## src/common/aud_pkg.sv

```systemverilog
`default_nettype none

package aud_pkg;

	localparam int SAMPLE_W  = 16;
	localparam int SRAM_AW   = 20;
	localparam int SPEED_W   = 4;
	localparam int COUNT_W   = 24;
	localparam int SEND_BITS = 16;

	typedef logic signed [SAMPLE_W-1:0] sample_t;
	typedef logic [SRAM_AW-1:0]         sram_addr_t;
	// legal range 1 to 8
	typedef logic [SPEED_W-1:0]         speed_t;
	typedef logic [COUNT_W-1:0]         count_t;

	typedef enum logic [1:0] {
		MODE_FAST        = 2'd0,
		MODE_SLOW_HOLD   = 2'd1,
		MODE_SLOW_LINEAR = 2'd2
	} play_mode_e;

	// slow states serve both hold and linear, split by mode
	typedef enum logic [2:0] {
		S_IDLE       = 3'd0,
		S_FAST_FETCH = 3'd1,
		S_FAST_SENT  = 3'd2,
		S_SLOW_FETCH = 3'd3,
		S_SLOW_SENT  = 3'd4
	} dsp_state_e;

	typedef struct packed {
		logic       start;
		logic       stop;
		logic       pause;
		play_mode_e mode;
		speed_t     speed;
		count_t     record_len;
	} play_ctrl_t;

	typedef struct packed {
		logic       we;
		sram_addr_t addr;
		sample_t    data;
	} sram_wr_t;

endpackage

`default_nettype wire

```

## src/verilog/aud_player.sv

```systemverilog
`timescale 1ns/10ps
`default_nettype none

module aud_player (
	input  wire               i_clk,
	input  wire               i_rst_n,
	input  wire               i_en,
	input  aud_pkg::sample_t  i_sample,
	output logic              o_dacdat,
	output logic              o_frame,
	output logic              o_sent_finish
);

	typedef enum logic [1:0] {
		P_IDLE     = 2'd0,
		P_SHIFT    = 2'd1,
		P_DONE     = 2'd2,
		P_WAIT_LOW = 2'd3
	} player_state_e;

	player_state_e                            state_r;
	logic [$clog2(aud_pkg::SEND_BITS)-1:0]    bit_cnt_r;
	logic                                     dropped_r;
	aud_pkg::sample_t                         shift_r;

	assign o_frame       = state_r == P_SHIFT;
	assign o_dacdat      = o_frame & shift_r[aud_pkg::SAMPLE_W-1];
	// a frame whose enable went away (stop) does not report
	assign o_sent_finish = state_r == P_DONE && !dropped_r;

	always_ff @(posedge i_clk) begin
		if (!i_rst_n) begin
			state_r   <= P_IDLE;
			bit_cnt_r <= '0;
			dropped_r <= 1'b0;
		end else begin
			case (state_r)
				P_IDLE: begin
					if (i_en) begin
						bit_cnt_r <= '0;
						dropped_r <= 1'b0;
						state_r   <= P_SHIFT;
					end
				end
				P_SHIFT: begin
					if (!i_en) begin
						dropped_r <= 1'b1;
					end
					bit_cnt_r <= bit_cnt_r + 1'b1;
					if (bit_cnt_r == aud_pkg::SEND_BITS - 1) begin
						state_r <= P_DONE;
					end
				end
				P_DONE: begin
					if (dropped_r) begin
						state_r <= P_IDLE;
					end else begin
						state_r <= P_WAIT_LOW;
					end
				end
				default: begin
					// no restart until enable is seen low
					if (!i_en) begin
						state_r <= P_IDLE;
					end
				end
			endcase
		end
	end

	// msb first
	always_ff @(posedge i_clk) begin
		if (state_r == P_IDLE && i_en) begin
			shift_r <= i_sample;
		end else if (state_r == P_SHIFT) begin
			shift_r <= {shift_r[aud_pkg::SAMPLE_W-2:0], 1'b0};
		end
	end

endmodule

`default_nettype wire

```

## config.mk

```make
export PLATFORM = sky130hd
export DESIGN_NAME = aud_player
export DESIGN_NICKNAME = d
export VERILOG_FILES = /design/src/common/aud_pkg.sv /design/src/verilog/aud_player.sv
export SDC_FILE = /design/constraint.sdc
export NUM_CORES = 1
export LEC_CHECK = 0
export BUFFER_PORTS_ARGS = -buffer_cell sky130_fd_sc_hd__buf_4
export CAP_MARGIN = 20
export CELL_PAD_IN_SITES_DETAIL_PLACEMENT = 0
export CELL_PAD_IN_SITES_GLOBAL_PLACEMENT = 1
export CORE_ASPECT_RATIO = 0.8
export CORE_MARGIN = 8
export CORE_UTILIZATION = 42
export CTS_CLUSTER_SIZE = 12
export DETAILED_ROUTE_END_ITERATION = 10
export PLACE_DENSITY = 0.76
export REMOVE_ABC_BUFFERS = 1
export SLEW_MARGIN = 0
export SYNTH_ARGS = -nofsm -noshare
export SYNTH_HDL_FRONTEND = slang
export SYNTH_SLANG_ARGS = --single-unit
export TNS_END_PERCENT = 50
```

## constraint.sdc

```tcl
create_clock -name i_clk -period 1.79 [get_ports i_clk]
set_input_delay 0.358 -clock i_clk [delete_from_list [all_inputs] [get_ports i_clk]]
set_output_delay 0.358 -clock i_clk [all_outputs]
set_load 0.1 [all_outputs]
```

==> reports/metrics.yaml, run 1 <==
outcome:
  outcome: "finished clean"
route:
  wl_per_cell_um: 13.85
  routed_via_density: 5.109
  drtAntennaViolNets: 0
  drt_first_pass_iters: 4
  first_iter_violations: 17
  vias: 654
  routed_wl_mm: 1.773
  route.detailed.drc: 0
final_layout:
  finalNetCount: 122
  post-route-cell-area_mm2: 0.001290
  drive_gt1_frac: 0.3465
  n_fill_cell: 209
  area_delta_synth_final_pct: 25.12
  diodes: 0
synthesis:
  yosysWarnings: 0
  ys_seq_area_frac: 0.6019
  yosysMostFrequentCell: "edfxtp_1"
  yosys.area.top_type: "edfxtp_1"
  syn_area_per_cell_um2: 13.93
  synth.area.top_cells: "edfxtp_1, mux2_1, dfxtp_1"
  synth_cells: 74
  synth_top_cell_area_share: 0.4660
  synth_edf_count: 16
  ys_types: 25
  ys_top_cells_by_count: "edfxtp_1, mux2_1, dfxtp_1, o21ai_0"
  synth_area_mm2: 0.001031
  synth-main-ff-cell: "edfxtp_1"
  synth_seq_cells: 23
  ys_async_sr_fraction: 0
pwr:
  peakVddDrop_mv: 0.4555
  p_per_area_mw_per_mm2: 820.4
  p_leak_uw: 0.0005296
clock_network:
  cts_hold_buf: 0
  clockBufferDepth: 2
  clock-root-buffer: "clkbuf_4"
  htree_num_levels: 1
  clk_latency_ns: 0.31
  cts.clk_slew.worst_paths_ns: 0.13
  cts_tree: "yes"
  cts_buffers: 3
  cts.sinks: 23
place:
  dpl-instance-area_mm2: 0.001220
  pre_cts_ws_ns: 0.2094
  routabilityCongestion: 0.7470
  place_hpwl_mm: 1.231
  io_buffers: 21
grt:
  grt_max_degree: 19
  grt_antenna_before_repair: 0
  grt_overflow: 0
  grt_pass1_wl_mm: 3.049
  grtUsageTotal: 0.09269
  grt_pass1_vias: 678
sta:
  hold_violations: 0
  finalClockSkew_ns: 0.001761
  max_freq_mhz: 588.6
  timing.final.crit_share: 0.9492
  rsz0062_at_grt: "false"
  setup_ws_ns: 0.09091
  worstMarginPinSlew_ns: 0.6854
  fin_crit_ns: 1.699
  slew_violations: 0
  setup_viol: 0
  relSlewSlack: 0.5426
floorplanning:
  io_pins: 22
  initial_core_util: 0.4328
  coreArea_mm2: 0.002382
  rows: 16
  fp.dieW_um: 71.40
  dieArea_mm2: 0.004306
  die_h_um: 60.32
setup_path:
  crit_fanout: 7
  crit_path_end_kind: "output port"
  worst-setup-path-type: "reg -> out"
  crit_arrival_ns: 1.34
  reg2reg_depth: 4
  worstPathRequired_ns: 1.43
  start_kind: "flip-flop"
job:
  maxCapViolCount: 0
worst_hold_path:
  min-delay-path-class: "in -> reg"
  min_path_cells: 2
==> logic make-up after synthesis <==
kind of cell    Yosys count  share of synthesized area
fa+ha+maj                 1                    0.01213
mux                      16                     0.1735
simple gates             17                     0.1044
compound gates           12                    0.07525
buf+inv                   5                    0.03276
flops                    23                     0.6019
==> sequential cells by signal (all words and copies together), names as in the netlist <==
register and flops:
shift_r 16, state_r 2, dropped_r 1, bit_cnt_r 4
==> worst max-delay path, cell delays in order, from the launching register on <==
cell      delay, ns
dfxtp_2        0.37
nand2b_2       0.22
inv_2          0.11
and2_4         0.16
buf_12         0.16
==> report_power, final <==
part	switching (uW)	internal (uW)	total, uW
sequential	17.3	634	651
clock	159	83.5	242
combinational	79.2	85.7	165
==> layer usage <==
metal	vias up	global-route usage	wire length (um)
met3	2	0.04858	135
met2	16	0.1501	822
li1	327	-	-
met5	-	0	0
met4	0	0.03540	21
met1	309	0.1019	794
==> per-stage QoR <==
step | setup TNS [ns] | hold slack, ns | std cells | power, uW | util
global placement | 0 | 0.4965 | 121 | 812.6 | 0.5121
detailed placement | 0 | 0.5050 | 121 | 816.8 | 0.5121
global route | 0 | 0.2962 | 128 | 1112 | 0.5415
CTS | 0 | 0.3044 | 125 | 1063 | 0.5278
floorplan | -1.814 | 0.4765 | 72 | 749.4 | -
finish | 0 | 0.3125 | 128 | 1058 | 0.5415
==> layout by cell type, fill, tap and decap left out, drive strengths merged, types with 2 or more instances in the layout <==
master / Yosys / layout
a21boi: 3 / 3
a21oi: 2 / 2
and2: 3 / 3
buf: 2 / 25
clkbuf: 0 / 3
dfxtp: 7 / 7
edfxtp: 16 / 16
inv: 3 / 3
mux2: 15 / 15
nand2: 2 / 2
nand2b: 2 / 2
nand3b: 2 / 2
nor2: 2 / 2
nor3b: 2 / 2
o21ai: 4 / 4
==> cell type report <==
cell class	instances	area, um^2	area share
clock buffers	3	22.52	0.01746
multi-input cells	46	381.6	0.2958
flip-flops and latches	23	623.1	0.4830
well taps	27	33.78	0.02619
clock inverters	1	5.005	0.003880
inverters	3	11.26	0.008729
repair buffers	25	212.7	0.1649
==> final timing paths <==
check | to | from | slack [ns]
min | bit_cnt_r[0]$_SDFFE_PN0P_ | i_rst_n | 0.31
max | o_dacdat | state_r[1]$_SDFFE_PN0P_ | 0.09
min reg2reg | bit_cnt_r[3]$_SDFFE_PN0P_ | bit_cnt_r[3]$_SDFFE_PN0P_ | 0.52
max reg2reg | bit_cnt_r[2]$_SDFFE_PN0P_ | state_r[1]$_SDFFE_PN0P_ | 0.26
==> repair_timing <==
item                                    in CTS  in global routing
gates resized for setup                      5                  3
endpoints found under the setup margin       2                  1
setup buffers                                0                  3
Note: power is estimated with default switching activity, not from simulation.
==> inputs of run 2 (changes only) <==
--- a/config.mk
+++ b/config.mk
@@ -5,16 +5,18 @@
 export SDC_FILE = /design/constraint.sdc
 export NUM_CORES = 1
 export LEC_CHECK = 0
+export ABC_AREA = 1
+export ABC_CLOCK_PERIOD_IN_PS = 1790
 export BUFFER_PORTS_ARGS = -buffer_cell sky130_fd_sc_hd__buf_4
 export CAP_MARGIN = 20
 export CELL_PAD_IN_SITES_DETAIL_PLACEMENT = 0
 export CELL_PAD_IN_SITES_GLOBAL_PLACEMENT = 1
 export CORE_ASPECT_RATIO = 0.8
-export CORE_MARGIN = 8
-export CORE_UTILIZATION = 42
+export CORE_MARGIN = 1.5
+export CORE_UTILIZATION = 39
 export CTS_CLUSTER_SIZE = 12
 export DETAILED_ROUTE_END_ITERATION = 10
-export PLACE_DENSITY = 0.76
+export PLACE_DENSITY = 0.77
 export REMOVE_ABC_BUFFERS = 1
 export SLEW_MARGIN = 0
 export SYNTH_ARGS = -nofsm -noshare
==> run 2 against run 1 <==
Net effect:
- core utilization fell by 3.9 points
- setup slack improved by 0.075 ns
- register-to-register slack improved by 0.05 ns
- via count rose by 21%
- clock power fell by 2%
- first-iteration DRC count rose by 82%
- sequential share of layout area rose by 1.1 points
- clock-buffer cell count rose by 1
- global-route usage rose by 5.5 points
- worst hold slack got worse by 0.0075 ns
- critical path type unchanged
- largest cell class unchanged
==> reports/metrics.yaml, run 2 <==
sta:
  finalClockSkew_ns: 0.002359  # +0.0005981 ns
  timing.final.crit_share: 0.9071  # -0.04209
  slew_violations: 0  # unchanged
  max_freq_mhz: 615.9  # +4.6%
  relSlewSlack: 0.5597  # +0.01709
  rsz0062_at_grt: "false"
  setup_viol: 0  # unchanged
  worstMarginPinSlew_ns: 0.6597  # -0.02561 ns
  hold_violations: 0  # unchanged
  fin_crit_ns: 1.624  # -0.07535 ns
synthesis:
  ys_async_sr_fraction: 0  # unchanged
  synth_top_cell_area_share: 0.4571  # -0.008877
  ys_top_cells_by_count: "nand2_1, edfxtp_1, inv_1, dfxtp_1, nor2_1"
  synth.area.top_cells: "edfxtp_1, nand2_1, dfxtp_1"
  ys_types: 18  # -28%
  yosysMostFrequentCell: "nand2_1"
  synth_edf_count: 16  # unchanged
  syn_area_per_cell_um2: 8.758  # -37%
  synth_area_mm2: 0.001051  # +1.9%
  yosysWarnings: 0  # unchanged
  synth-main-ff-cell: "edfxtp_1"
  synth_seq_cells: 23  # unchanged
  yosys.area.top_type: "edfxtp_1"
  ys_seq_area_frac: 0.5905  # -0.01147
  synth_cells: 120  # +62%
route:
  routed_via_density: 4.419  # -14%
  drtAntennaViolNets: 0  # unchanged
  vias: 791  # +21%
  routed-wl-met3_um: 89  # -34%
  drt_first_pass_iters: 4  # unchanged
  first_iter_violations: 31  # +14
  dr_wl_met2_um: 827  # +0.61%
  routed_wl_mm: 1.922  # +8.4%
  route.detailed.drc: 0  # unchanged
  top_layer: "met4"
  wl_met1_um: 990  # +25%
  wl_per_cell_um: 10.74  # -22%
floorplanning:
  die_h_um: 49.43  # -18%
  initial_core_util: 0.4200  # -0.01277
  io_pins: 22  # unchanged
  fp.dieW_um: 61.04  # -15%
  rows: 16  # unchanged
  coreArea_mm2: 0.002502  # +5.0%
  dieArea_mm2: 0.003017  # -30%
place:
  io_buffers: 21  # unchanged
  dp_cells: 175  # +45%
  place_hpwl_mm: 1.349  # +9.6%
  dpl-instance-area_mm2: 0.001231  # +0.92%
  routabilityCongestion: 0.7117  # -4.7%
final_layout:
  final_cell_mix: "nand2_1, buf_4, edfxtp_1"
  layout_commonest_cell: "nand2_1"
  utilization: 0.5025  # -0.03899
  n_fill_cell: 256  # +22%
  multi_input_area_um2: 359.1  # -5.9%
  seq_area_um2: 620.6  # -0.40%
  largest_reg_flops: 16  # unchanged
  area_delta_synth_final_pct: 19.64
  finish.cell_count_without_fillers: 179  # +40%
  regMostFlops: "shift_r"
  drive_gt1_frac: 0.2308  # -0.1158
  post-route-cell-area_mm2: 0.001257  # -2.5%
  reg_top3: "shift_r (16), bit_cnt_r (4), state_r (2)"
  finalNetCount: 164  # +34%
  diodes: 0  # unchanged
setup_path:
  worst-setup-path-type: "reg -> out"
  crit_path_end_kind: "output port"
  r2r-end: "shift_r[11]$_DFFE_PP_"
  reg2reg_depth: 3  # -1
  crit_arrival_ns: 1.27  # -0.07 ns
  reg2reg_slack_ns: 0.31  # +0.05 ns
  crit_fanout: 4  # -3
  worstPathRequired_ns: 1.43  # about the same
  r2r-start: "state_r[1]$_SDFFE_PN0P_"
  start_kind: "flip-flop"
pwr:
  fin_total_pwr_uw: 1538  # +45%
  p_leak_uw: 0.0006029  # +14%
  peakVddDrop_mv: 0.5644  # +24%
  p_per_area_mw_per_mm2: 1223  # +49%
worst_hold_path:
  holdCritStartpoint: "i_sample[1]"
  min-delay-path-class: "in -> reg"
  min_path_cells: 3  # +1
  hold_end: "shift_r[1]$_DFFE_PP_"
clock_network:
  clk_latency_ns: 0.31  # about the same
  htree_num_levels: 1  # unchanged
  cts.clk_slew.worst_paths_ns: 0.12  # about the same
  cts_setup_buffers: 0  # unchanged
  cts_buffers: 3  # unchanged
  cts_hold_buf: 0  # unchanged
  cts_resized: 0  # -5
  clockBufferDepth: 2  # unchanged
  clock-root-buffer: "clkbuf_4"
  cts.sinks: 23  # unchanged
  cts_tree: "yes"
grt:
  grt_antenna_before_repair: 0  # unchanged
  grtUsageTotal: 0.1479  # +0.05518
  grt_pass1_vias: 751  # +11%
  grt_pass1_wl_mm: 3.270  # +7.2%
  grt_max_degree: 18  # -1
  grt_overflow: 0  # unchanged
outcome:
  outcome: "finished clean"
job:
  maxCapViolCount: 0  # unchanged
[run 2: changes by cell type in the layout (fill, tap and decap cells not counted), sizes merged, moves of 6 or more]
cell   change
inv        +8
mux2      -15
nand2     +58
nor2       +6
[run 2: cell families (layout without fill, tap and decap cells)]
group	count (synthesis)	count (layout)	share of synthesized area
DFF	23	23	0.5905
buffers and inverters	14	37	0.06786
and+or+nand+nor	74	74	0.2917
AOI/OAI and AO/OA	8	8	0.03809
adders and majority gates	1	1	0.01190
[run 2: routing by layer]
layer,track usage,up-vias
met5,0,-
met4,0.02174,0
met3,0.05570,2
met2,0.2181,16
met1,0.2112,349
li1,-,424
[run 2: worst max path at each step]
stage	start	to	slack [ns]	depth (start not counted)
floorplan	state_r[1]$_SDFFE_PN0P_	o_dacdat	-0.30	3
global placement	i_en	shift_r[5]$_DFFE_PP_	0.30	3
detailed placement	i_en	shift_r[0]$_SDFFCE_PN0P_	0.25	3
CTS	state_r[1]$_SDFFE_PN0P_	o_sent_finish	0.15	3
global route	state_r[1]$_SDFFE_PN0P_	o_sent_finish	0.08	3
finish	state_r[1]$_SDFFE_PN0P_	o_sent_finish	0.17	3
[run 2: metrics by stage]
| stage | hold WS, ns | TNS [ns] | worst slack (ns) |
|---|---|---|---|
| 2_1_floorplan | 0.4308 | -0.3020 | -0.3020 |
| 3_3_place_gp | 0.4492 | 0 | 0.3029 |
| 3_5_place_dp | 0.4495 | 0 | 0.2541 |
| 4_1_cts | 0.2909 | 0 | 0.1516 |
| 5_1_grt | 0.2843 | 0 | 0.07786 |
| 6_report | 0.3050 | 0 | 0.1663 |
[run 2: where the power goes]
part / leakage [uW] / switching, uW / internal (uW) / total, uW
combinational: 0.000369 / 336 / 142 / 478
clock: 0.0000150 / 151 / 87.0 / 238
sequential: 0.000218 / 55.1 / 768 / 823
total: 0.000603 / 542 / 996 / 1540
[run 2: layout make-up]
class	instances	share of cell area
Sequential cell	23	0.4935
Multi-Input combinational cell	83	0.2856
Inverter	11	0.03284
Timing Repair Buffer	22	0.1313
Clock buffer	4	0.02090
Tap cell	36	0.03582
[run 2: worst max-delay path: stages, from the launching register on]
cell     delay (ns)
dfxtp_1        0.45
nand3_1        0.15
inv_1          0.07
buf_4          0.28
==> inputs of run 3 (changes only) <==
--- a/config.mk
+++ b/config.mk
@@ -17,6 +17,7 @@
 export CTS_CLUSTER_SIZE = 12
 export DETAILED_ROUTE_END_ITERATION = 10
 export PLACE_DENSITY = 0.77
+export RECOVER_POWER = 100
 export REMOVE_ABC_BUFFERS = 1
 export SLEW_MARGIN = 0
 export SYNTH_ARGS = -nofsm -noshare
==> run 3 against run 2 <==
Net effect:
- maximum frequency fell by 0.87%
- first-iteration DRC count fell by 13%
- sequential power barely moved
- clock power barely moved
- combinational power fell by 2%
- die area did not move
- sequential cell count did not move
- clock-buffer cell count did not move
- critical path depth did not move
- worst hold slack improved by 0.0021 ns
- clock skew fell by 0.0011 ns
- core utilization fell by 0.15 points
==> reports/metrics.yaml, run 3 (synthesized netlist as in run 2, its figures left out) <==
outcome:
  outcome: "finished clean"
floorplanning:
  initial_core_util: 0.4200  # unchanged
  fp.dieW_um: 61.04  # unchanged
  coreArea_mm2: 0.002502  # unchanged
  dieArea_mm2: 0.003017  # unchanged
  rows: 16  # unchanged
  io_pins: 22  # unchanged
  die_h_um: 49.43  # unchanged
setup_path:
  worstPathRequired_ns: 1.43  # about the same
  start_kind: "flip-flop"
  r2r-end: "shift_r[15]$_DFFE_PP_"
  reg2reg_depth: 5  # +2
  reg2reg_slack_ns: 0.28  # -0.03 ns
  worst-setup-path-type: "reg -> out"
  crit_path_end_kind: "output port"
  r2r-start: "state_r[1]$_SDFFE_PN0P_"
  crit_fanout: 6  # +2
  crit_arrival_ns: 1.28  # about the same
clock_network:
  cts_tree: "yes"
  cts_setup_buffers: 0  # unchanged
  cts_resized: 0  # unchanged
  cts.sinks: 23  # unchanged
  cts_buffers: 3  # unchanged
  clockBufferDepth: 2  # unchanged
  clock-root-buffer: "clkbuf_4"
  htree_num_levels: 1  # unchanged
  cts.clk_slew.worst_paths_ns: 0.12  # about the same
  cts_hold_buf: 0  # unchanged
  clk_latency_ns: 0.30  # about the same
route:
  routed_wl_mm: 1.887  # -1.8%
  drt_first_pass_iters: 4  # unchanged
  wl_per_cell_um: 10.54  # -1.8%
  first_iter_violations: 27  # -13%
  vias: 792  # +0.13%
  route.detailed.drc: 0  # unchanged
  routed_via_density: 4.425  # +0.13%
  drtAntennaViolNets: 0  # unchanged
final_layout:
  largest_reg_flops: 16  # unchanged
  final_cell_mix: "nand2_1, buf_4, edfxtp_1"
  layout_commonest_cell: "nand2_1"
  area_delta_synth_final_pct: 19.29
  drive_gt1_frac: 0.2098  # -0.02098
  regMostFlops: "shift_r"
  diodes: 0  # unchanged
  reg_top3: "shift_r (16), bit_cnt_r (4), state_r (2)"
  finish.cell_count_without_fillers: 179  # unchanged
  n_fill_cell: 258  # +0.78%
  finalNetCount: 164  # unchanged
sta:
  setup-tns-final_ns: 0  # unchanged
  hold_violations: 0  # unchanged
  slew_violations: 0  # unchanged
  relSlewSlack: 0.5708  # +0.01115
  setup_ws_ns: 0.1520  # -0.01426 ns
  max_freq_mhz: 610.5  # -0.87%
  rsz0062_at_grt: "false"
  setup_viol: 0  # unchanged
  finalClockSkew_ns: 0.001290  # -0.001070 ns
  timing.final.crit_share: 0.9151  # +0.007966
  worstMarginPinSlew_ns: 0.6430  # -0.01670 ns
  whs_ns: 0.3071  # +0.002130 ns
  fin_crit_ns: 1.638  # +0.01426 ns
pwr:
  p_int_uw: 990.6  # -0.57%
  p_leak_uw: 0.0006002  # -0.45%
  p_clk_frac: 0.155  # about the same
  p_per_area_mw_per_mm2: 1217  # -0.48%
  switching_share: 0.3510  # -0.001381
  pwr-share-comb: 0.307  # -0.004
  peakVddDrop_mv: 0.5605  # -0.69%
  power_switching_uw: 535.7  # -1.2%
  pwr-share-seq: 0.539  # +0.004
worst_hold_path:
  holdCritStartpoint: "i_sample[1]"
  min_path_cells: 3  # unchanged
  min-delay-path-class: "in -> reg"
  hold_end: "shift_r[1]$_DFFE_PP_"
grt:
  grt_max_degree: 18  # unchanged
  grtUsageTotal: 0.1479  # unchanged
  grt_overflow: 0  # unchanged
  grt_pass1_wl_mm: 3.270  # unchanged
  grt_pass1_vias: 751  # unchanged
  grt_antenna_before_repair: 0  # unchanged
place:
  place_hpwl_mm: 1.349  # unchanged
  pre_cts_ws_ns: 0.2541  # unchanged
  routabilityCongestion: 0.7117  # unchanged
  io_buffers: 21  # unchanged
  dp_cells: 175  # unchanged
job:
  maxCapViolCount: 0  # unchanged
-- run 3: cell types whose count changed in the layout (fill, tap and decap cells not counted), sizes merged --
cell / change
buf: -3
clkbuf: +3
-- run 3: through the flow --
stage | util | instance area, um^2 | total power (uW)
after CTS | 0.5025 | 1257 | 1555
after global placement | 0.4920 | 1231 | 1300
after detailed placement | 0.4920 | 1231 | 1316
after global routing | 0.5010 | 1254 | 1644
after floorplan | - | 1021 | 1173
final | 0.5010 | 1254 | 1526
-- run 3: worst max-delay path, stage by stage, from the launching register on --
cell and delay [ns]:
dfxtp_1 0.40, inv_2 0.08, nor2_4 0.14, clkbuf_4 0.36
-- run 3: area by class of cell --
| cell class | count | area (um^2) | area share |
|---|---|---|---|
| Tap cell | 36 | 45.04 | 0.03593 |
| Timing Repair Buffer | 22 | 161.4 | 0.1287 |
| Clock buffer | 4 | 26.28 | 0.02096 |
| Multi-Input combinational cell | 83 | 359.1 | 0.2864 |
| Inverter | 11 | 41.29 | 0.03293 |
| Sequential cell | 23 | 620.6 | 0.4950 |
-- run 3: routing by layer --
layer  vias to the layer above  global-route usage  routed length [um]  part of all wire
li1                        424                   -                   -                 -
met1                       350              0.2112                 942              0.50
met2                        16              0.2181                 844              0.45
met3                         2             0.05570                  85             0.045
met4                         0             0.02174                  14            0.0074
met5                         -                   0                   0                 0
-- run 3: power groups by stage --
stage / sequential [uW] / combinational [uW] / clock [uW]
final: 822 / 468 / 236
after global routing: 838 / 530 / 277
after global placement: 827 / 473 / 0
after floorplan: 818 / 355 / 0
after CTS: 824 / 482 / 249
after detailed placement: 834 / 482 / 0
-- run 3: how the worst max path moves through the flow --
stage                                  startpoint                        to  slack (ns)  depth (start not counted)
after floorplan           state_r[1]$_SDFFE_PN0P_                  o_dacdat       -0.30                          3
after global placement                       i_en      shift_r[5]$_DFFE_PP_        0.30                          3
after detailed placement                     i_en  shift_r[0]$_SDFFCE_PN0P_        0.25                          3
after CTS                 state_r[1]$_SDFFE_PN0P_             o_sent_finish        0.15                          3
after global routing      state_r[1]$_SDFFE_PN0P_                  o_dacdat        0.06                          4
final                     state_r[0]$_SDFFE_PN0P_                   o_frame        0.15                          3
